--- config.mk ---
export PLATFORM = sky130hd
export DESIGN_NAME = cache_way
export DESIGN_NICKNAME = d
export VERILOG_FILES = /design/src/fetch_pkg.sv /design/src/cache_way.sv
export SDC_FILE = /design/constraint.sdc
export NUM_CORES = 2
export LEC_CHECK = 0
export BUFFER_PORTS_ARGS = -buffer_cell sky130_fd_sc_hd__buf_2
export CAP_MARGIN = 30
export CORE_MARGIN = 4
export CORE_UTILIZATION = 65
export CTS_CLUSTER_DIAMETER = 100
export DETAILED_ROUTE_END_ITERATION = 12
export GPL_ROUTABILITY_DRIVEN = 0
export PLACE_DENSITY_LB_ADDON = 0.2
export REMOVE_ABC_BUFFERS = 1
export SLEW_MARGIN = 15
export SYNTH_ARGS = -nofsm -noshare
export SYNTH_HDL_FRONTEND = slang
export SYNTH_SLANG_ARGS = --single-unit
--- constraint.sdc ---
create_clock -name clk_i -period 7.5 [get_ports clk_i]
set_input_delay 1.5 -clock clk_i [delete_from_list [all_inputs] [get_ports clk_i]]
set_output_delay 1.5 -clock clk_i [all_outputs]
set_load 0.02 [all_outputs]
--- src/fetch_pkg.sv ---
package fetch_pkg;

	// byte address and instruction word
	typedef logic [31:0] addr_t;
	typedef logic [31:0] inst_t;

	// one cache line holds four instruction words
	typedef logic [127:0] line_t;

	// statistics counter
	typedef logic [31:0] cnt_t;

	// byte offset inside a line, tied to the width of line_t
	parameter int LINE_OFFSET_BITS = 4;

	// next-pc source chosen by the execute stage
	typedef enum logic [1:0] {
		REDIR_NONE    = 2'd0,
		REDIR_MISPRED = 2'd1,
		REDIR_ALU     = 2'd2
	} redirect_e;

	// icache miss controller states
	typedef enum logic {
		ST_LOOKUP = 1'b0,
		ST_FILL   = 1'b1
	} ctrl_state_e;

	// line refill request, held until ready
	typedef struct packed {
		logic  valid;
		addr_t addr;
	} mem_req_t;

	// single-cycle answer from memory
	typedef struct packed {
		logic  ready;
		line_t data;
	} mem_rsp_t;

	// one way's answer to the way merge
	typedef struct packed {
		logic  hit;
		line_t data;
	} way_lookup_t;

endpackage

--- src/cache_way.sv ---
`timescale 1ns/10ps

module cache_way #(
	parameter int NUM_SETS = 16
) (
	input  logic                      clk_i,
	input  logic                      rst_ni,
	input  fetch_pkg::addr_t          pc_i,
	input  logic                      fill_i,
	input  fetch_pkg::line_t          fill_line_i,
	output fetch_pkg::way_lookup_t    lookup_o
);

	localparam int ADDR_BITS  = $bits(fetch_pkg::addr_t);
	localparam int INDEX_BITS = $clog2(NUM_SETS);
	localparam int TAG_BITS   = ADDR_BITS - fetch_pkg::LINE_OFFSET_BITS - INDEX_BITS;

	typedef logic [INDEX_BITS-1:0] index_t;
	typedef logic [TAG_BITS-1:0]   tag_t;

	logic [NUM_SETS-1:0] valid_q;
	tag_t                tag_q [NUM_SETS];
	fetch_pkg::line_t    line_q [NUM_SETS];

	index_t index;
	tag_t   tag;

	// split the pc into set index and tag
	assign index = pc_i[fetch_pkg::LINE_OFFSET_BITS +: INDEX_BITS];
	assign tag   = pc_i[ADDR_BITS-1 -: TAG_BITS];

	// combinational lookup of the indexed set
	assign lookup_o.hit  = valid_q[index] && (tag_q[index] == tag);
	assign lookup_o.data = line_q[index];

	always_ff @(posedge clk_i or negedge rst_ni) begin
		if (!rst_ni) begin
			valid_q <= '0;
		end else if (fill_i) begin
			valid_q[index] <= 1'b1;
		end
	end

	// tag and line storage
	always_ff @(posedge clk_i) begin
		if (fill_i) begin
			tag_q[index]  <= tag;
			line_q[index] <= fill_line_i;
		end
	end

endmodule

==> summary.md <==
| Metric | Value |
|---|---|
| Final Cycle Share | between 80 and 90% |
| Worst Path Class, Setup | input pin to primary output |
| Max incr delay on CP | approximately 0.60 ns |
| Residual DRC count | 0 |
| Data arrival, critical path | roughly 5.2 ns |
| Total chip power | between 20000 and 30000 uW |
| Hold_buf cts | 0 |
| RSZ-0062 raised after global routing | false |
| Final Hold Violating Endpoints | 0 |
| 1st-iter DRT viols | 5450 |
| Yosys reg bits | between 2000 and 2500 |
| Placed cells | between 5000 and 6000 |
| Predominant post-synthesis flop cell | edfxtp_1 |
| Crit start category | input pin |
| Cells after synthesis | approximately 3600 |
| Core area | roughly 140000 sq um |
| GRT Total Usage | between 20% and 30% |
| Total wire length | between 200 and 250 mm |
| Fmax | 0.1492 GHz |
| Number of gates resized after cts | 0 |
| Setup crit end kind | primary output |
| Non-Filler Instances | between 6000 and 7000 |
| Post-synth top cells | edfxtp_1 (2432), mux4_2 (740), clkbuf_1 (85) |
| Global-route wire length before repair | 303.6 mm |
| Worst path slowest cell | or4_1 |
| Syn_area_per_cell | approximately 26 sq um |
| Clock Pin Slew Worst Setup and Hold Paths | about 0.060 ns |
| Minimum clock period | about 6.7 ns |
| Die area | between 100000 and 150000 sq um |
| Synth top area cells | edfxtp_1 (79%), mux4_2 (18%), dfrtp_1 (0.43%) |
| Tightest Pin Transition | 1.022 ns |
| Clock Path Buffers | 3 |
| Final Skew | 0 ns |
| Via count | just over 40000 |
| Outcome | complete, no violations |
| Number of global-route vias before repair | roughly 44000 |
| Crit-path max FO | 71 |
| Die Wd | approximately 380 um |
| Crit-path cells | buf_8 > buf_4 > mux4_2 > inv_1 > o22ai_1 > nor4_1 > o22ai_1 > or4_1 > nor4_1 > buf_2 > buf_4 > buf_2 |
| Hpwl dp | between 90 and 100 mm |
| Peak supply drop | roughly 0.00023 V |
| Post-synthesis sequential area ratio | around four fifths |
| Async SR Flop Fraction | 0.6536% |
| Post-Syn Area | between 90000 and 100000 sq um |
| Pwr dens | around 270 nW/um^2 |
| HP Class | flop to flop |
| CTS H-tree lvls | 4 |
| EDFF count, synth | about 2400 |
| Library cells used by synthesis | 46 |
| Area Growth Syn to Fin | 12.73% |
| Final Util | 73.60% |
| Fill count | roughly 7500 |
| Setup Buffers After CTS | 0 |
| Root buf cell | clkbuf_16 |
| Largest area contributor in the netlist | edfxtp_1 |
| GR Overflow Total | 0 |
| CTS tree | yes |
| Largest net degree at the start of global routing | between 100 and 150 |
| Max Cap Violations | 0 |
| Via/cell ratio | 6.765 |
| Worst EP required | ~6 ns |
| Wire length per cell | ~34 um |
| Io pins | 292 |
| Leak | roughly 0.033 uW |
| Reg area | approximately 73000 sq um |
| Footprint of the multi-input gates | ~18000 sq um |
| Skew-Pair Late Insertion Delay | ~0.84 ns |
| Fin Hold WS | 0.4661 ns |
| Final ANT Viol Nets | 0 |
| FP Rows | about 140 |
| Most common cell in the synthesized netlist | edfxtp_1 |
| Clk sink count | 2448 |
| TritonCTS Buffers | 230 |
| IO Port Bufs | roughly 290 |
| Fin. max-slew vios | 0 |
| Nets@finish | approximately 4200 |
| Worst rel slew slack | a little under a third |
| # setup viols final | 0 |
| Initial Util | 65.29% |
| Die height | a little under 400 um |
| Post-synth top area share | between 70 and 80% |
| DR pass1 iterations | 5 |
| Yosys Warn Count | 0 |
| Initial antenna violation count | 52 |
| Share of cells above drive strength 1 | 34.91% |
[cells by family after synthesis]
logic type,synth area share [%]
AND/OR/NAND/NOR,0.4513
buffers and inverters,0.9446
multiplexers,18.39
XOR/XNOR,0.1802
AO/OA/AOI/OAI,0.5014
flip-flops,79.53
[per-layer routing]
| layer | share of wire (%) | routed length (um) | track usage [%] | vias up |
|---|---|---|---|---|
| met5 | 0.12 | 248 | 0 | - |
| met3 | 9.4 | 19360 | 6.632 | 397 |
| met1 | 36 | 75220 | 40.03 | 22196 |
| li1 | - | - | - | 16591 |
| met4 | 2.7 | 5608 | 8.784 | 40 |
| met2 | 51 | 105700 | 46.74 | 2238 |
[per-stage QoR]
stage                TNS, ns  cell area [sq um]  setup slack, ns
floorplan           -6813.83              91520           -4.372
global placement           0              96480           0.3813
detailed placement         0              96540           0.3704
CTS                        0             104000           0.2891
global route               0             104000           0.6935
finish                     0             104100           0.7970
[final timing paths]
| path | from | end | slack (ns) | cells past startpoint |
|---|---|---|---|---|
| setup reg to reg | valid_q[2]$_DFFE_PN0P_ | valid_q[2]$_DFFE_PN0P_ | 6.71 | 1 |
| hold / removal | valid_q[4]$_DFFE_PN0P_ | valid_q[4]$_DFFE_PN0P_ | 0.47 | 1 |
| hold reg to reg | valid_q[4]$_DFFE_PN0P_ | valid_q[4]$_DFFE_PN0P_ | 0.47 | 1 |
| max in group asynchronous | rst_ni | valid_q[0]$_DFFE_PN0P_ | 6.68 | 1 |
| min in group asynchronous | rst_ni | valid_q[7]$_DFFE_PN0P_ | 0.56 | 1 |
| setup / recovery | pc_i[4] | lookup_o[128] | 0.80 | 12 |
[report_power, final]
group	internal, uW	switching (uW)	total (uW)	leakage (uW)
sequential	15300	78.1	15400	0.0221
combinational	652	912	1560	0.00704
clock	6560	4890	11500	0.00362
total	22600	5880	28400	0.0328
[flip-flops by register name, summed over array words and instances (netlist names)]
| name | cells |
|---|---|
| valid_q | 16 |
| line_q | 2048 |
| tag_q | 384 |
[cell usage in the layout, fill, tap and decap left out, drive strengths merged, types with 4 or more instances in the layout]
cell,instances
nand3,4
clkinv,99
inv,28
bufinv,26
or2,17
a22o,6
buf,378
mux2i,31
clkbuf,289
a221oi,8
mux4,740
diode,28
xor2,9
dfrtp,16
o21ai,9
a21oi,9
nand2,17
o22ai,9
o2111ai,4
clkinvlp,7
edfxtp,2432
xnor2,10
nor2,28
[area by class of cell]
class / count / share of cell area (%)
Inverter: 17 / 0.06852
Clock inverter: 143 / 1.411
Antenna cell: 28 / 0.06732
Tap cell: 1890 / 2.272
Sequential cell: 2448 / 70.55
Clock buffer: 289 / 5.763
Multi-Input combinational cell: 936 / 17.43
Timing Repair Buffer: 378 / 2.436
[critical path, delay by kind of cell]
family                 cells  cell delay, ns
and+or+nand+nor            3            1.23
muxes                      1            0.54
buffers and inverters      6            1.55
AOI/OAI and AO/OA          2            0.20
Note: power is estimated with default switching activity, not from simulation.
