--- config.mk ---
export PLATFORM = sky130hd
export DESIGN_NAME = way_merge
export DESIGN_NICKNAME = d
export VERILOG_FILES = /design/src/fetch_pkg.sv /design/src/way_merge.sv
export SDC_FILE = /design/constraint.sdc
export NUM_CORES = 1
export LEC_CHECK = 0
export BUFFER_PORTS_ARGS = -buffer_cell sky130_fd_sc_hd__buf_2
export CORE_AREA = 4 4 124 126
export DETAILED_ROUTE_END_ITERATION = 10
export DIE_AREA = 0 0 128 130
export GPL_ROUTABILITY_DRIVEN = 0
export PLACE_DENSITY = 0.5
export SLEW_MARGIN = 5
export SYNTH_ARGS = -nofsm -noshare
export SYNTH_HDL_FRONTEND = slang
export SYNTH_SLANG_ARGS = --single-unit
export TNS_END_PERCENT = 1
--- constraint.sdc ---
create_clock -name vclk -period 1.75
set_clock_uncertainty 0.1 [all_clocks]
set_input_delay 0.0875 -clock vclk [all_inputs]
set_output_delay 0.0875 -clock vclk [all_outputs]
set_load 0.01 [all_outputs]
--- src/fetch_pkg.sv ---
package fetch_pkg;

	// byte address and instruction word
	typedef logic [31:0] addr_t;
	typedef logic [31:0] inst_t;

	// one cache line holds four instruction words
	typedef logic [127:0] line_t;

	// statistics counter
	typedef logic [31:0] cnt_t;

	// byte offset inside a line, tied to the width of line_t
	parameter int LINE_OFFSET_BITS = 4;

	// next-pc source chosen by the execute stage
	typedef enum logic [1:0] {
		REDIR_NONE    = 2'd0,
		REDIR_MISPRED = 2'd1,
		REDIR_ALU     = 2'd2
	} redirect_e;

	// icache miss controller states
	typedef enum logic {
		ST_LOOKUP = 1'b0,
		ST_FILL   = 1'b1
	} ctrl_state_e;

	// line refill request, held until ready
	typedef struct packed {
		logic  valid;
		addr_t addr;
	} mem_req_t;

	// single-cycle answer from memory
	typedef struct packed {
		logic  ready;
		line_t data;
	} mem_rsp_t;

	// one way's answer to the way merge
	typedef struct packed {
		logic  hit;
		line_t data;
	} way_lookup_t;

endpackage

--- src/way_merge.sv ---
`timescale 1ns/10ps

module way_merge #(
	parameter int NUM_WAYS = 2
) (
	input  fetch_pkg::way_lookup_t lookups_i [NUM_WAYS],
	input  fetch_pkg::addr_t       pc_i,
	output logic                   hit_o,
	output fetch_pkg::inst_t       inst_o
);

	localparam int LINE_BITS = $bits(fetch_pkg::line_t);
	localparam int INST_BITS = $bits(fetch_pkg::inst_t);
	localparam int SEL_BITS  = fetch_pkg::LINE_OFFSET_BITS - 2;

	fetch_pkg::line_t    line;
	logic [SEL_BITS-1:0] word_sel;

	// at most one way hits, so an and-or mux is enough
	always_comb begin
		hit_o = 1'b0;
		line  = '0;
		for (int w = 0; w < NUM_WAYS; w++) begin
			hit_o = hit_o | lookups_i[w].hit;
			line  = line | ({LINE_BITS{lookups_i[w].hit}} & lookups_i[w].data);
		end
	end

	// word within the line from pc bits 3:2
	assign word_sel = pc_i[fetch_pkg::LINE_OFFSET_BITS-1:2];
	assign inst_o   = line[word_sel*INST_BITS +: INST_BITS];

endmodule

==> results of run 1 <==
layout by cell type, fill, tap and decap left out, drive strengths merged:
| cell | instances |
|---|---|
| o22ai | 1 |
| a221oi | 126 |
| or2 | 2 |
| a22o | 2 |
| nor4 | 31 |
| nor3 | 1 |
| nand2 | 1 |
| buf | 315 |
| nand2b | 2 |
area by class of cell:
type               count  share of cell area
well taps            184             0.06166
repair buffers       315              0.4752
multi-input cells    166              0.4631
final timing paths:
kind	cells after the start	to	startpoint	slack, ns
min	4	inst_o[14]	lookups_i[46]	0.50
max	6	inst_o[5]	pc_i[3]	0.25
where the power goes:
| group | switching (mW) | internal (mW) | total [mW] |
|---|---|---|---|
| Clock | 0 | 0 | 0 |
| Sequential | 0 | 0 | 0 |
| Combinational | 0.468 | 0.483 | 0.952 |
| Total | 0.468 | 0.483 | 0.952 |
metal layers:
layer  GRT usage  share of wire
met1      0.1402           0.37
met2      0.2270           0.50
met3     0.01801           0.10
met4     0.03433          0.023
met5           0              0
worst max-delay path: stages:
cell and delay [ns]:
buf_2 0.12, nand2b_2 0.31, buf_4 0.26, a221oi_1 0.31
nor4_2 0.06, buf_2 0.16
cell families (layout without fill, tap and decap cells):
group,count (synthesis),in the layout,synth area share
buf+inv,41,315,0.1148
compound gates,129,129,0.6742
simple gates,37,37,0.2110
stage by stage:
stage,utilization,instance area [um^2]
floorplan,-,1951
global placement,0.2608,3734
detailed placement,0.2608,3734
CTS,0.2608,3734
global route,0.2608,3734
finish,0.2608,3734
==> qor.json, run 1 <==
{
  "cp-end-kind": {"value": "output port"},
  "wirelength": {"value": 11780, "unit": "um"},
  "finalHoldViolCount": {"value": 0},
  "iteration_0_drc_count_of_the_detailed_router": {"value": 118},
  "setup-violations-final": {"value": 0},
  "fin_total_pwr": {"value": 0.9515, "unit": "mW"},
  "nClkBuffers": {"value": 0},
  "holdWs": {"value": 0.5016, "unit": "ns"},
  "setup.worst_path.class": {"value": "primary input to output port"},
  "syn_inst": {"value": 207},
  "vdd_ir_drop_max": {"value": 0.0001209, "unit": "V"},
  "synthesis.area_per_instance": {"value": 9.423, "unit": "um^2"},
  "worst_setup_path_start_kind": {"value": "primary input"},
  "worst_pin_slew": {"value": 0.4753, "unit": "ns"},
  "critPathRequiredTime": {"value": 1.56, "unit": "ns"},
  "dr.pass1.iters": {"value": 7},
  "post-synth-top-count-cell": {"value": "a221oi_1"},
  "synth_top_area_cell": {"value": "a221oi_1"},
  "grt_first_pass_wirelength": {"value": 16550, "unit": "um"},
  "final_net_count": {"value": 773},
  "die_height": {"value": 130, "unit": "um"},
  "fin_tns_setup": {"value": 0, "unit": "ns"},
  "yosys-top-cells-area": {"value": "a221oi_1, a221oi_2, nor4_2, buf_2, buf_6"},
  "num-fill-cells": {"value": 1568},
  "areaGrowthSynthToFinish": {"value": 91.40, "unit": "%"},
  "critPathMaxFanout": {"value": 11},
  "grt-ovfl-total": {"value": 0},
  "cellLeakagePower": {"value": 1.702, "unit": "nW"},
  "drv_cap": {"value": 0},
  "largest_net_degree_at_the_start_of_global_routing": {"value": 49},
  "area_occupied_by_multi_input_gates": {"value": 0.001729, "unit": "mm^2"},
  "synth.distinct_cells": {"value": 16},
  "status": {"value": "completed"},
  "tightest_slew_margin_relative_to_the_limit": {"value": 0.6832},
  "final.min_clock_period": {"value": 1.501, "unit": "ns"},
  "place_hpwl": {"value": 9538, "unit": "um"},
  "yosys.area.top_type_share": {"value": 0.4310},
  "cts-resized-gates": {"value": 0},
  "finish.cell_count_without_fillers": {"value": 665},
  "grt_antenna_before_repair": {"value": 0},
  "syn_area": {"value": 0.001951, "unit": "mm^2"},
  "start_util": {"value": 0.1363},
  "critPathArrivalTime": {"value": 1.31, "unit": "ns"},
  "final_ws_setup": {"value": 0.2486, "unit": "ns"},
  "post_synth_most_frequent_cells": {"value": "a221oi_1, a221oi_2, buf_2, nor4_2, clkbuf_1"},
  "power.density_cell_area": {"value": 254.9, "unit": "mW/mm^2"},
  "average_routed_wire_per_standard_cell": {"value": 17.72, "unit": "um"},
  "regArea": {"value": 0, "unit": "um^2"},
  "fraction_of_layout_cells_with_a_size_suffix_above_1": {"value": 0.7859},
  "cts-hold-fix-buffers": {"value": 0},
  "layout_worst_path_cycle_share": {"value": 0.8579},
  "yosys_warnings": {"value": 0},
  "postRouteAntennaNets": {"value": 0},
  "rsz0062_at_grt": {"value": "no"},
  "synthesis.nets": {"value": 497},
  "detailedPlace.worstSlack": {"value": 0.2379, "unit": "ns"},
  "die_area": {"value": 0.01664, "unit": "mm^2"},
  "tightest_hold_check_type": {"value": "primary input to output port"},
  "die-width": {"value": 128, "unit": "um"},
  "port_buffers": {"value": 293},
  "cts.repair_timing.setup_buffer_count": {"value": 0},
  "post_drt_via_cell_ratio": {"value": 5.123},
  "remaining_drc_errors": {"value": 0},
  "dr_total_vias": {"value": 3407},
  "floorplan.rows": {"value": 44},
  "grt_pass1_vias": {"value": 3384},
  "grt_util_all_layers": {"value": 0.1202},
  "ioPinCount": {"value": 323},
  "core_area": {"value": 0.01431, "unit": "mm^2"},
  "place_inst": {"value": 665},
  "maxSlewViolCount": {"value": 0},
  "design.seq.count": {"value": 0},
  "yosysSeqAreaShare": {"value": 0},
  "fmax": {"value": 0.6660, "unit": "GHz"},
  "n_antenna_cell": {"value": 0}
}
(Power assumes the default switching activity.)
==> inputs of run 2 (changes only) <==
- ABC_CLOCK_PERIOD_IN_PS: default -> 1800
- clock period: 1.75 -> 1.8 ns (I/O delays scaled with it)
==> qor.json, run 2 (synthesized netlist as in run 1, its figures left out) <==
{
  "status": {"value": "completed", "change": "unchanged"},
  "largest_net_degree_at_the_start_of_global_routing": {"value": 66, "change": "was 49"},
  "critPathSlowestCell": {"value": "or2_2", "change": "was nand2b_2"},
  "layout_worst_path_cycle_share": {"value": 0.8119},
  "start_util": {"value": 0.1363, "change": "unchanged"},
  "cts-resized-gates": {"value": 0, "change": "unchanged"},
  "wirelength": {"value": 11750, "unit": "um", "change": "was 11780 um"},
  "die-width": {"value": 128, "unit": "um", "change": "unchanged"},
  "areaGrowthSynthToFinish": {"value": 85.89, "unit": "%", "change": "was 91.40%"},
  "fin_total_pwr": {"value": 0.8934, "unit": "mW", "change": "was 0.9515 mW"},
  "worstHoldEndpoint": {"value": "inst_o[31]", "change": "was inst_o[14]"},
  "design.seq.count": {"value": 0, "change": "unchanged"},
  "setup.worst_path.class": {"value": "primary input to output port", "change": "unchanged"},
  "worst_setup_path_start_kind": {"value": "primary input", "change": "unchanged"},
  "post_drt_via_cell_ratio": {"value": 5.155, "change": "was 5.123"},
  "regArea": {"value": 0, "unit": "um^2", "change": "unchanged"},
  "worstHoldStart": {"value": "lookups_i[160]", "change": "was lookups_i[46]"},
  "core_area": {"value": 0.01431, "unit": "mm^2", "change": "unchanged"},
  "grt_pass1_vias": {"value": 3424, "change": "was 3384"},
  "fin_tns_setup": {"value": 0, "unit": "ns", "change": "unchanged"},
  "cellLeakagePower": {"value": 1.648, "unit": "nW", "change": "was 1.702 nW"},
  "critPathMaxFanout": {"value": 32, "change": "was 11"},
  "floorplan.rows": {"value": 44, "change": "unchanged"},
  "cpLargestDelayFamily": {"value": "buffers and inverters", "change": "unchanged"},
  "timing.hold.worst_path_depth": {"value": 4, "change": "unchanged"},
  "vdd_ir_drop_max": {"value": 0.00008928, "unit": "V", "change": "was 0.0001209 V"},
  "finalHoldViolCount": {"value": 0, "change": "unchanged"},
  "grt_antenna_before_repair": {"value": 0, "change": "unchanged"},
  "final.min_clock_period": {"value": 1.462, "unit": "ns"},
  "average_routed_wire_per_standard_cell": {"value": 17.83, "unit": "um", "change": "was 17.72 um"},
  "critPathRequiredTime": {"value": 1.61, "unit": "ns", "change": "was 1.56 ns"},
  "wl_met2": {"value": 5973, "unit": "um", "change": "was 5933 um"},
  "crit_buf_inv": {"value": 3, "change": "unchanged"},
  "cts.repair_timing.setup_buffer_count": {"value": 0, "change": "unchanged"},
  "route.top_layer_used": {"value": "met4", "change": "unchanged"},
  "dr.pass1.iters": {"value": 4, "change": "was 7"},
  "maxSlewViolCount": {"value": 0, "change": "unchanged"},
  "fmax": {"value": 0.6842, "unit": "GHz"},
  "critPathArrivalTime": {"value": 1.27, "unit": "ns", "change": "was 1.31 ns"},
  "tightest_slew_margin_relative_to_the_limit": {"value": 0.6806, "change": "was 0.6832"},
  "setup-violations-final": {"value": 0, "change": "unchanged"},
  "ioPinCount": {"value": 323, "change": "unchanged"},
  "cell_repeated_most_along_the_worst_path": {"value": "buf_2", "change": "unchanged"},
  "port_buffers": {"value": 293, "change": "unchanged"},
  "detailroute.wirelength.met3": {"value": 1162, "unit": "um", "change": "was 1232 um"},
  "place_hpwl": {"value": 9554, "unit": "um", "change": "was 9538 um"},
  "max_stage_delay": {"value": 0.32, "unit": "ns", "change": "was 0.31 ns"},
  "postRouteAntennaNets": {"value": 0, "change": "unchanged"},
  "nClkBuffers": {"value": 0, "change": "unchanged"},
  "die_area": {"value": 0.01664, "unit": "mm^2", "change": "unchanged"},
  "power.density_cell_area": {"value": 246.4, "unit": "mW/mm^2", "change": "was 254.9 mW/mm^2"},
  "cts-hold-fix-buffers": {"value": 0, "change": "unchanged"},
  "tightest_hold_check_type": {"value": "primary input to output port", "change": "unchanged"},
  "dr_total_vias": {"value": 3397, "change": "was 3407"},
  "grt_first_pass_wirelength": {"value": 16580, "unit": "um", "change": "was 16550 um"},
  "fraction_of_layout_cells_with_a_size_suffix_above_1": {"value": 0.7832, "change": "was 0.7859"},
  "final_net_count": {"value": 767, "change": "was 773"},
  "final_ws_setup": {"value": 0.3385, "unit": "ns", "change": "was 0.2486 ns"},
  "met1_routed_wirelength_after_detailed_routing": {"value": 4351, "unit": "um", "change": "was 4348 um"},
  "worst_pin_slew": {"value": 0.4792, "unit": "ns", "change": "was 0.4753 ns"},
  "grt_util_all_layers": {"value": 0.1202, "change": "unchanged"},
  "layout.cells.most_common": {"value": "buf_2", "change": "unchanged"},
  "worstPathCellList": {"value": "buf_2 > or2_2 > buf_12 > a221oi_2 > nor4_2 > buf_2", "change": "was buf_2 > nand2b_2 > buf_4 > a221oi_1 > nor4_2 > buf_2"},
  "drv_cap": {"value": 0, "change": "unchanged"},
  "rsz0062_at_grt": {"value": "no", "change": "unchanged"},
  "final_cell_mix": {"value": "buf_2, a221oi_1, a221oi_2", "change": "unchanged"},
  "n_antenna_cell": {"value": 0, "change": "unchanged"},
  "grt-ovfl-total": {"value": 0, "change": "unchanged"},
  "remaining_drc_errors": {"value": 0, "change": "unchanged"},
  "detailedPlace.worstSlack": {"value": 0.2865, "unit": "ns", "change": "was 0.2379 ns"},
  "cp-end-kind": {"value": "output port", "change": "unchanged"},
  "iteration_0_drc_count_of_the_detailed_router": {"value": 199, "change": "was 118"},
  "die_height": {"value": 130, "unit": "um", "change": "unchanged"}
}
## run 2: changes by cell type in the layout (fill, tap and decap cells not counted), sizes merged
cell  change
buf       -6
## run 2: cell type report
type	count	area [um^2]
fillers	1578	10690
multi-input cells	166	1729
well taps	184	230.2
repair buffers	309	1667
## run 2: power by group
group | leakage (nW) | switching, mW | internal (mW)
combinational | 1.65 | 0.446 | 0.447
sequential | 0 | 0 | 0
clock | 0 | 0 | 0
total | 1.65 | 0.446 | 0.447
## run 2: tightest hold or removal path, cell delays in order
cell	delay [ns]
buf_2	0.08
a221oi_2	0.04
nor3_1	0.12
buf_2	0.16
## run 2: per-stage QoR
step	hold WS, ns	instance area, um^2	instances	util
2_1_floorplan	0.3758	1951	207	-
3_3_place_gp	0.4870	3626	659	0.2533
3_5_place_dp	0.5020	3626	659	0.2533
4_1_cts	0.5012	3626	659	0.2533
5_1_grt	0.5350	3626	659	0.2533
6_report	0.4938	3626	659	0.2533
## run 2: worst max path at each step
stage,startpoint,to,slack (ns),depth (start not counted)
finish,pc_i[2],inst_o[20],0.34,6
CTS,pc_i[3],inst_o[4],0.28,6
floorplan,lookups_i[128],inst_o[0],0.69,4
global route,pc_i[3],inst_o[4],0.20,6
detailed placement,pc_i[3],inst_o[4],0.29,6
global placement,pc_i[3],inst_o[4],0.29,6
## run 2: metal layers
| metal | track usage | vias up |
|---|---|---|
| met2 | 0.2274 | 218 |
| met5 | 0 | - |
| met4 | 0.03620 | 0 |
| li1 | - | 1572 |
| met3 | 0.02006 | 20 |
| met1 | 0.1380 | 1587 |
