### src/fetch_pkg.sv
package fetch_pkg;

	// byte address and instruction word
	typedef logic [31:0] addr_t;
	typedef logic [31:0] inst_t;

	// one cache line holds four instruction words
	typedef logic [127:0] line_t;

	// statistics counter
	typedef logic [31:0] cnt_t;

	// byte offset inside a line, tied to the width of line_t
	parameter int LINE_OFFSET_BITS = 4;

	// next-pc source chosen by the execute stage
	typedef enum logic [1:0] {
		REDIR_NONE    = 2'd0,
		REDIR_MISPRED = 2'd1,
		REDIR_ALU     = 2'd2
	} redirect_e;

	// icache miss controller states
	typedef enum logic {
		ST_LOOKUP = 1'b0,
		ST_FILL   = 1'b1
	} ctrl_state_e;

	// line refill request, held until ready
	typedef struct packed {
		logic  valid;
		addr_t addr;
	} mem_req_t;

	// single-cycle answer from memory
	typedef struct packed {
		logic  ready;
		line_t data;
	} mem_rsp_t;

	// one way's answer to the way merge
	typedef struct packed {
		logic  hit;
		line_t data;
	} way_lookup_t;

endpackage

### src/icache_ctrl.sv
`timescale 1ns/10ps

module icache_ctrl #(
	parameter int NUM_WAYS = 2,
	parameter int NUM_SETS = 16
) (
	input  logic                 clk_i,
	input  logic                 rst_ni,
	input  fetch_pkg::addr_t     pc_i,
	input  logic                 hit_i,
	input  fetch_pkg::mem_rsp_t  mem_rsp_i,
	output fetch_pkg::mem_req_t  mem_req_o,
	output logic [NUM_WAYS-1:0]  fill_o,
	output fetch_pkg::line_t     fill_line_o,
	output logic                 stall_o,
	output fetch_pkg::cnt_t      no_acc_o,
	output fetch_pkg::cnt_t      no_hit_o,
	output fetch_pkg::cnt_t      no_miss_o
);

	localparam int ADDR_BITS  = $bits(fetch_pkg::addr_t);
	localparam int INDEX_BITS = $clog2(NUM_SETS);
	localparam int WAY_BITS   = (NUM_WAYS > 1) ? $clog2(NUM_WAYS) : 1;

	typedef logic [INDEX_BITS-1:0] index_t;
	typedef logic [WAY_BITS-1:0]   way_t;

	fetch_pkg::ctrl_state_e state_q;
	fetch_pkg::ctrl_state_e state_d;

	// round-robin victim pointer per set
	way_t rr_q [NUM_SETS];

	index_t          index;
	way_t            victim;
	logic            refill_done;
	fetch_pkg::cnt_t acc_q;
	fetch_pkg::cnt_t hit_q;
	fetch_pkg::cnt_t miss_q;

	assign index       = pc_i[fetch_pkg::LINE_OFFSET_BITS +: INDEX_BITS];
	assign victim      = rr_q[index];
	assign refill_done = (state_q == fetch_pkg::ST_FILL) && mem_rsp_i.ready;

	always_comb begin
		state_d = state_q;
		unique case (state_q)
			fetch_pkg::ST_LOOKUP: begin
				if (!hit_i) begin
					state_d = fetch_pkg::ST_FILL;
				end
			end
			fetch_pkg::ST_FILL: begin
				if (mem_rsp_i.ready) begin
					state_d = fetch_pkg::ST_LOOKUP;
				end
			end
			default: begin
				state_d = fetch_pkg::ST_LOOKUP;
			end
		endcase
	end

	always_ff @(posedge clk_i or negedge rst_ni) begin
		if (!rst_ni) begin
			state_q <= fetch_pkg::ST_LOOKUP;
		end else begin
			state_q <= state_d;
		end
	end

	// a miss stalls in the same cycle, the fill stalls until ready
	assign stall_o = (state_q == fetch_pkg::ST_FILL) || !hit_i;

	// line-aligned request, held for the whole fill
	assign mem_req_o.valid = (state_q == fetch_pkg::ST_FILL);
	assign mem_req_o.addr  = {pc_i[ADDR_BITS-1:fetch_pkg::LINE_OFFSET_BITS],
		{fetch_pkg::LINE_OFFSET_BITS{1'b0}}};

	// write strobe for the victim way only
	always_comb begin
		fill_o = '0;
		if (refill_done) begin
			fill_o[victim] = 1'b1;
		end
	end

	assign fill_line_o = mem_rsp_i.data;

	always_ff @(posedge clk_i or negedge rst_ni) begin
		if (!rst_ni) begin
			for (int s = 0; s < NUM_SETS; s++) begin
				rr_q[s] <= '0;
			end
		end else if (refill_done) begin
			if (victim == way_t'(NUM_WAYS - 1)) begin
				rr_q[index] <= '0;
			end else begin
				rr_q[index] <= victim + 1'b1;
			end
		end
	end

	// every lookup cycle is an access, counted as hit or miss
	always_ff @(posedge clk_i or negedge rst_ni) begin
		if (!rst_ni) begin
			acc_q  <= '0;
			hit_q  <= '0;
			miss_q <= '0;
		end else if (state_q == fetch_pkg::ST_LOOKUP) begin
			acc_q <= acc_q + 1'b1;
			if (hit_i) begin
				hit_q <= hit_q + 1'b1;
			end else begin
				miss_q <= miss_q + 1'b1;
			end
		end
	end

	assign no_acc_o  = acc_q;
	assign no_hit_o  = hit_q;
	assign no_miss_o = miss_q;

endmodule

### config.mk
export PLATFORM = sky130hd
export DESIGN_NAME = icache_ctrl
export DESIGN_NICKNAME = d
export VERILOG_FILES = /design/src/fetch_pkg.sv /design/src/icache_ctrl.sv
export SDC_FILE = /design/constraint.sdc
export NUM_CORES = 1
export LEC_CHECK = 0
export ABC_AREA = 1
export BUFFER_PORTS_ARGS = -buffer_cell sky130_fd_sc_hd__buf_4
export CAP_MARGIN = 30
export CORE_AREA = 4 4 163 165
export CTS_BUF_LIST = sky130_fd_sc_hd__clkbuf_8
export CTS_CLUSTER_SIZE = 8
export DETAILED_ROUTE_END_ITERATION = 12
export DIE_AREA = 0 0 167 169
export GPL_ROUTABILITY_DRIVEN = 0
export PLACE_DENSITY_LB_ADDON = 0.15
export SLEW_MARGIN = 20
export SYNTH_ARGS = -nofsm -noshare
export SYNTH_HDL_FRONTEND = slang
export SYNTH_SLANG_ARGS = --single-unit
### constraint.sdc
create_clock -name clk_i -period 2.2 [get_ports clk_i]
set_input_delay 0.11 -clock clk_i [delete_from_list [all_inputs] [get_ports clk_i]]
set_output_delay 0.11 -clock clk_i [all_outputs]
set_load 0.02 [all_outputs]
==> results of run 1 <==
## stage by stage
stage / instances / area [um^2] / utilization (%)
3_3_place_gp: 1194 / 7270 / 29.0
3_5_place_dp: 1194 / 7270 / 29.0
5_1_grt: 1229 / 7710 / 30.8
4_1_cts: 1229 / 7710 / 30.8
2_1_floorplan: 909 / 7180 / -
6_report: 1229 / 7710 / 30.8
## timing repair
action	4_1_cts	5_1_grt
hold endpoints to repair	30	0
resized for setup	0	0
hold buffers	3	0
setup buffers	0	0
## logic make-up (layout without fill, tap and decap cells)
family | after synthesis | after routing | synth area share (%)
AOI/OAI and AO/OA | 12 | 12 | 0.872
xor gates and xnor gates | 79 | 79 | 9.65
other | 1 | 4 | 0.0523
DFF | 113 | 113 | 39.4
adders and majority gates | 3 | 3 | 0.523
buffers and inverters | 251 | 241 | 21.8
and+or+nand+nor | 447 | 447 | 27.7
## flip-flops by register name, indices dropped and copies added, names as in the netlist
name	flops
no_miss_o	32
state_q	1
no_acc_o	32
no_hit_o	32
rr_q	16
## final cells by class
| type | count | area [um^2] | area share (%) |
|---|---|---|---|
| Clock buffer | 17 | 234 | 3.03 |
| Tap cell | 330 | 413 | 5.35 |
| Clock inverter | 15 | 183 | 2.37 |
| Inverter | 87 | 329 | 4.27 |
| Multi-Input combinational cell | 545 | 2790 | 36.2 |
| Timing Repair Buffer | 122 | 936 | 12.1 |
| Sequential cell | 113 | 2830 | 36.7 |
## path summary, 6_finish.rpt
kind                       cells past startpoint      endpoint
setup / recovery                               9     fill_o[1]
hold / removal                                 5      rr_q[12]
hold reg to reg                                1  no_miss_o[8]
max in group asynchronous                      3  no_hit_o[17]
min in group asynchronous                      2       rr_q[8]
setup reg to reg                               6  no_acc_o[29]
## routing by layer
| metal | global-route usage [%] | vias up | wire (um) |
|---|---|---|---|
| met5 | 0 | - | 0 |
| met4 | 6.69 | 0 | 747 |
| met3 | 3.48 | 65 | 1070 |
| met2 | 22.0 | 129 | 8970 |
| met1 | 16.4 | 2428 | 8080 |
| li1 | - | 2633 | - |
## where the power goes
part | total (mW) | internal [mW] | switching (mW)
Sequential | 2.61 | 2.31 | 0.297
Clock | 2.13 | 1.13 | 0.995
Combinational | 1.17 | 0.465 | 0.710
Total | 5.91 | 3.91 | 2.00
## synthesized netlist by cell type (4+ instances only)
cell type | number | area share, %
a21oi_1 | 8 | 0.56
buf_4 | 163 | 17
dfrtp_1 | 113 | 39
inv_1 | 83 | 4.3
nand2_1 | 215 | 11
nand3_1 | 40 | 2.8
nand3b_1 | 8 | 0.84
nand4_1 | 30 | 2.6
nor2_1 | 110 | 5.8
nor2_2 | 6 | 0.52
nor2_4 | 4 | 0.63
nor3_1 | 20 | 1.4
nor3_2 | 4 | 0.56
xnor2_1 | 36 | 4.4
xor2_1 | 43 | 5.3
## worst max-delay path, stage by stage (launching register included)
cell and delay [ps]:
dfrtp_1 390, nand2_1 70, nand2_1 70, nand2_1 60
nand2_1 50, nand2_1 50, nand2_1 90, nor2_4 390
nor2_1 90, buf_4 170
==> reports/qor.yml, run 1 <==
outcome:
  status: "completed"
die:
  rows: 58
  initial_core_util_pct: 28.6
  core-area_mm2: 0.0250
  die_h_um: 169
  io_pins: 424
  die-area_mm2: 0.0282
  die_x_um: 167
logic_synthesis:
  yosys_warnings: 0
  synth.distinct_cells: 28
  seq_area_frac_synth_pct: 39.4
  synthFlopType: "dfrtp_1"
  synthArstFlopShare_pct: 100
  postSynthCellCount: 906
  synth.avg_cell_area_um2: 7.92
  synth_area_mm2: 0.00717
  synth-seq-cells: 113
  synth-edff-count: 0
sta:
  fin_crit_ps: 1970
  slew_headroom_pct: 66.0
  finalHoldViolCount: 0
  slew_violations: 0
  period_share_pct: 89.4
  rsz0062_at_grt: "false"
  hold_ws_ps: 114
  setup_violations: 0
  fin_tns_setup_ps: 0
  clock-skew-final_ps: 19.0
  finalWorstSetupSlack_ps: 233
  tightest_slew_ps: 510
  clock.fmax_mhz: 508
route:
  drtPass1Iterations: 4
  wl_per_cell_um: 15.4
  vias_per_cell: 4.28
  first_iter_violations: 255
  vias: 5255
  drc: 0
  ant_nets: 0
  drt_wl_total_um: 18900
clock_network:
  cts_tree: "done"
  cts_made_buffers: 17
  clk_latency_ps: 440
  path_clk_slew_ps: 80
  cts-root-buf: "clkbuf_8"
  cts_max_level: 4
  clock_path_buffers: 2
  clock-sinks: 113
critical_path:
  critPathLaunchType: "flip-flop"
  cp_max_fo: 17
  cp.required_ps: 2090
  r2r_slack_ps: 350
  critPathCaptureType: "output pin"
  arrival_ps: 1860
  startpoint: "rr_q[10]"
  reg2reg_from: "state_q"
  criticalPathCategory: "reg2out"
power_and_ir_drop:
  power_density_mw_per_mm2: 766
  leakage_nw: 3.83
  power.total_mw: 5.91
  vdd.ir_drop.worst_uv: 315
flow_run:
  max-cap-violations: 0
final_layout:
  fill_cells: 2751
  diodes: 0
  drive_above_1_share_pct: 19.6
  area_delta_synth_final_pct: 7.55
  nets: 1053
  layout.cells.most_common: "nand2_1"
  final_cell_mix: "nand2_1, buf_4, dfrtp_1, nor2_1, inv_1"
placed_design:
  place_ws_ps: 334
  port_buffers: 111
  dp_hpwl_um: 14500
grt:
  track_usage_pct: 13.4
  grt.overflow.total: 0
  grt_pass1_vias: 5414
  grt_max_degree: 49
  grt_pass1_wl_um: 30300
  antenna_found_initial: 0
hold_path:
  min_from: "pc_i[7]"
  min_path_type: "in2reg"
Note: power is estimated with default switching activity, not from simulation.
==> run 2: changes to the inputs <==
--- a/config.mk
+++ b/config.mk
@@ -8,11 +8,13 @@
 export ABC_AREA = 1
 export BUFFER_PORTS_ARGS = -buffer_cell sky130_fd_sc_hd__buf_4
 export CAP_MARGIN = 30
-export CORE_AREA = 4 4 163 165
+export CELL_PAD_IN_SITES_DETAIL_PLACEMENT = 1
+export CELL_PAD_IN_SITES_GLOBAL_PLACEMENT = 1
+export CORE_AREA = 4 4 162 164
 export CTS_BUF_LIST = sky130_fd_sc_hd__clkbuf_8
 export CTS_CLUSTER_SIZE = 8
 export DETAILED_ROUTE_END_ITERATION = 12
-export DIE_AREA = 0 0 167 169
+export DIE_AREA = 0 0 166 168
 export GPL_ROUTABILITY_DRIVEN = 0
 export PLACE_DENSITY_LB_ADDON = 0.15
 export SLEW_MARGIN = 20
==> run 2 against run 1 <==
  * Critical path depth did not move
  * Clock power fell by 9%
  * Global-route usage rose by 0.90 points
  * Sequential cell count did not move
  * Maximum frequency rose by 2.5%
  * Utilization barely moved
  * Cell count did not move
  * Combinational power rose by 3%
  * Count of clock-buffer cells in the layout did not move
  * Critical path type unchanged
  * Highest routed layer unchanged
==> reports/qor.yml, run 2 (synthesis gave the netlist of run 1 again) <==
sta:
  setup_violations: 0
  slew_headroom_pct: 56.2
  clock-skew-final_ps: 19.1
  fin_crit_ps: 1920
  fin_tns_setup_ps: 0
  period_share_pct: 87.2
  slew_violations: 0
  rsz0062_at_grt: "false"
  finalHoldViolCount: 0
  hold_ws_ps: 181
  finalWorstSetupSlack_ps: 281
  tightest_slew_ps: 657
  clock.fmax_mhz: 521
route:
  vias: 5382
  drt_wl_total_um: 19500
  met2WireLength_um: 8620
  drtPass1Iterations: 4
  routed.top_layer: "met4"
  drc: 0
  wl_met3_um: 950
  first_iter_violations: 162
  ant_nets: 0
  vias_per_cell: 4.38
  drt-met1-wl_um: 9060
  wl_per_cell_um: 15.9
critical_path:
  critPathLaunchType: "flip-flop"
  cp_max_fo: 13
  reg2reg_depth: 7
  startpoint: "rr_q[6]"
  reg2reg_from: "state_q"
  criticalPathCategory: "reg2out"
  arrival_ps: 1810
  cp.required_ps: 2090
  critPathCaptureType: "output pin"
die:
  core-area_mm2: 0.0249
  die-area_mm2: 0.0279
  initial_core_util_pct: 28.8
  die_x_um: 166
  io_pins: 424
  die_h_um: 168
  rows: 58
clock_network:
  cts_made_buffers: 17
  clock-sinks: 113
  cts_tree: "done"
  clk_latency_ps: 440
  postCtsSetupBuffers: 0
  path_clk_slew_ps: 80
  cts_max_level: 4
  cts-root-buf: "clkbuf_8"
  clock_path_buffers: 2
grt:
  track_usage_pct: 14.3
  grt_pass1_vias: 5844
  grt.overflow.total: 0
  antenna_found_initial: 0
  grt_max_degree: 114
  grt_pass1_wl_um: 32200
final_layout:
  fill_cells: 2999
  regArea_mm2: 0.00283
  area_delta_synth_final_pct: 6.89
  fin_util_pct: 30.8
  diodes: 0
  final_cell_mix: "nand2_1, buf_4, dfrtp_1, nor2_1, inv_1"
  layout.cells.most_common: "nand2_1"
  multiInputGateArea_mm2: 0.00279
  nets: 1053
  drive_above_1_share_pct: 19.5
placed_design:
  place_ws_ps: 303
  port_buffers: 111
  dp_hpwl_um: 14500
hold_path:
  min_path_type: "in2reg"
  min_from: "pc_i[5]"
  min_path_cells: 4
outcome:
  status: "completed"
power_and_ir_drop:
  vdd.ir_drop.worst_uv: 452
  power.total_mw: 5.74
  leakage_nw: 3.81
  power_density_mw_per_mm2: 748
flow_run:
  max-cap-violations: 0
[run 2: changes by cell type in the layout (fill, tap and decap cells not counted)]
cell	previous run	this run
inv_6	4	5
inv_1	83	84
bufinv_16	3	1
[run 2: where the power goes]
| group | total, mW | internal [mW] | leakage [nW] | switching (mW) |
|---|---|---|---|---|
| logic | 1.21 | 0.480 | 2.16 | 0.730 |
| clock network | 1.93 | 0.903 | 0.181 | 1.02 |
| registers | 2.60 | 2.31 | 1.47 | 0.289 |
| total | 5.74 | 3.69 | 3.81 | 2.04 |
[run 2: path summary, 6_finish.rpt]
check | to | slack [ps]
setup / recovery | fill_o[1] | 280
hold / removal | rr_q[6] | 180
setup reg to reg | no_acc_o[23] | 370
hold reg to reg | no_miss_o[8] | 500
max in group asynchronous | rr_q[11] | 1400
min in group asynchronous | no_acc_o[18] | 300
[run 2: cell type report]
class,count,area share (%)
clock buffers,17,3.05
flip-flops and latches,113,36.9
clock inverters,15,1.76
multi-input cells,545,36.4
inverters,87,4.29
repair buffers,122,12.2
well taps,330,5.39
[run 2: stage by stage]
step / cells / instance area, um^2
after floorplan: 909 / 7180
after global placement: 1194 / 7270
after CTS: 1229 / 7670
after detailed placement: 1194 / 7270
after global routing: 1229 / 7670
final: 1229 / 7670
[run 2: routing by layer]
metal / vias up / GRT usage [%]
met5: - / 0
met4: 0 / 7.53
met3: 89 / 3.69
met2: 120 / 22.3
met1: 2558 / 18.3
li1: 2615 / -
[run 2: what timing repair did]
| item | CTS | global route |
|---|---|---|
| endpoints found under the hold margin | 116 | 0 |
| hold buffers | 3 | 0 |
| gates resized for setup | 0 | 0 |
[run 2: worst max-delay path, stage by stage (launching register included)]
cell and delay [ps]:
dfrtp_1 380, nand2_1 60, o21ai_0 80, nand2_1 60
nand2_1 40, nand2_1 60, nand2_1 100, nor2_4 330
nor2_1 80, buf_4 170
==> run 3: changes to the inputs <==
--- a/config.mk
+++ b/config.mk
@@ -17,6 +17,7 @@
 export DIE_AREA = 0 0 166 168
 export GPL_ROUTABILITY_DRIVEN = 0
 export PLACE_DENSITY_LB_ADDON = 0.15
+export RECOVER_POWER = 100
 export SLEW_MARGIN = 20
 export SYNTH_ARGS = -nofsm -noshare
 export SYNTH_HDL_FRONTEND = slang
==> run 3 against run 2 <==
  * The flow now finishes with violations (capacitance limit, slew limit)
  * Total power shrank 3.0%
  * Register-to-register slack worse by 90 ps
  * Critical path depth down 2
  * Non-clock buffer count unchanged
  * Cell count stayed put
  * Clock skew about the same
  * Clock power is essentially flat
  * Final area is 5.9% lower
  * Count of clock-buffer cells in the layout did not move
  * Hold slack worse by 1.6 ps
  * Critical path type is now reg2reg
  * Largest cell class unchanged
==> reports/qor.yml, run 3 (synthesis gave the netlist of run 1 again) <==
die:
  io_pins: 424
  rows: 58
  initial_core_util_pct: 28.8
  core-area_mm2: 0.0249
  die_h_um: 168
  die-area_mm2: 0.0279
  die_x_um: 166
clock_network:
  cts_max_level: 4
  cts_made_buffers: 17
  path_clk_slew_ps: 90
  cts-root-buf: "clkbuf_8"
  clock-sinks: 113
  cts_tree: "done"
  clock_path_buffers: 2
  cts_hold_buf: 3
  cts_resized: 0
  clk_latency_ps: 440
  postCtsSetupBuffers: 0
grt:
  track_usage_pct: 14.3
  grt_pass1_vias: 5844
  grt.overflow.total: 0
  antenna_found_initial: 0
  grt_max_degree: 114
  grt_pass1_wl_um: 32200
final_layout:
  nets: 1053
  multiInputGateArea_mm2: 0.00275
  regArea_mm2: 0.00283
  fin_util_pct: 29.0
  diodes: 0
  final_cell_mix: "nand2_1, nor2_1, dfrtp_1, clkbuf_1, inv_1"
  area_delta_synth_final_pct: 0.593
  drive_above_1_share_pct: 6.67
  layout.cells.most_common: "nand2_1"
  fill_cells: 3059
sta:
  rsz0062_at_grt: "false"
  clock-skew-final_ps: 19.2
  setup_violations: 0
  hold_ws_ps: 179
  period_share_pct: 87.2
  tightest_slew_ps: 1670
  slew_violations: 114
  fin_tns_setup_ps: 0
  fin_crit_ps: 1920
  slew_headroom_pct: -11.6
  finalHoldViolCount: 0
  clock.fmax_mhz: 521
route:
  vias_per_cell: 4.38
  drc: 0
  vias: 5383
  ant_nets: 0
  wl_per_cell_um: 15.9
  drt_wl_total_um: 19500
  first_iter_violations: 173
  drtPass1Iterations: 4
critical_path:
  path_delay_family: "simple AND/OR/NAND/NOR gates"
  cp_slowest_cell: "dfrtp_1"
  cp.required_ps: 2540
  arrival_ps: 2260
  critical-path-max-stage-delay_ps: 560
  critPathLaunchType: "flip-flop"
  crit_chain: "nor2_4 -> nand2_1 -> nor2_1 -> nand2_2 -> nor2_2 -> nand2_1 -> xnor2_1"
  crit_buf_inv: 0
  reg2reg_from: "state_q"
  critPathCaptureType: "flip-flop"
  criticalPathCategory: "reg2reg"
  startpoint: "state_q"
  crit_top_cell: "nand2_1"
  cp_max_fo: 6
flow_run:
  max-cap-violations: 1
power_and_ir_drop:
  leakage_nw: 3.37
  power_density_mw_per_mm2: 772
  vdd.ir_drop.worst_uv: 374
placed_design:
  dp_hpwl_um: 14500
  port_buffers: 111
hold_path:
  min_path_type: "in2reg"
  min_from: "pc_i[5]"
outcome:
  violations: "capacitance limit, slew limit"
  status: "finished with violations"
[run 3: path summary, 6_finish.rpt]
| kind | endpoint | slack (ps) | depth (start not counted) |
|---|---|---|---|
| worst max-delay path | no_miss_o[22] | 280 | 7 |
| worst min-delay path | rr_q[6] | 180 | 4 |
| worst max register to register | no_miss_o[22] | 280 | 7 |
| worst min register to register | no_miss_o[8] | 500 | 1 |
| max in group asynchronous | rr_q[2] | 390 | 3 |
| min in group asynchronous | no_acc_o[24] | 780 | 3 |
[run 3: cell type report]
type	instances	share of cell area, %
Clock buffer	17	3.24
Clock inverter	15	1.87
Inverter	87	4.56
Multi-Input combinational cell	545	38.1
Sequential cell	113	39.2
Tap cell	330	5.72
Timing Repair Buffer	122	7.35
[run 3: stage by stage]
| stage | instance area, um^2 | cells | setup slack [ps] | power [mW] |
|---|---|---|---|---|
| final | 7210 | 1229 | 282 | 5.57 |
| after global routing | 7210 | 1229 | 27.4 | 5.96 |
| after CTS | 7670 | 1229 | 195 | 5.87 |
| after detailed placement | 7270 | 1194 | 303 | 3.88 |
| after global placement | 7270 | 1194 | 381 | 3.86 |
| after floorplan | 7180 | 909 | 576 | 3.71 |
[run 3: per-layer routing]
layer / part of all wire [%] / vias to the layer above / track usage (%)
li1: - / 2618 / -
met2: 44 / 119 / 22.3
met3: 4.7 / 88 / 3.69
met1: 47 / 2558 / 18.3
met4: 4.5 / 0 / 7.53
met5: 0 / - / 0
[run 3: tightest hold or removal path: stages]
cell     delay [ps]
buf_4           150
nor3_1          130
a21oi_1         140
nor2_1           50
[run 3: power breakdown]
group,switching (mW),internal [mW]
clock network,1.02,0.903
logic,0.715,0.335
registers,0.279,2.31
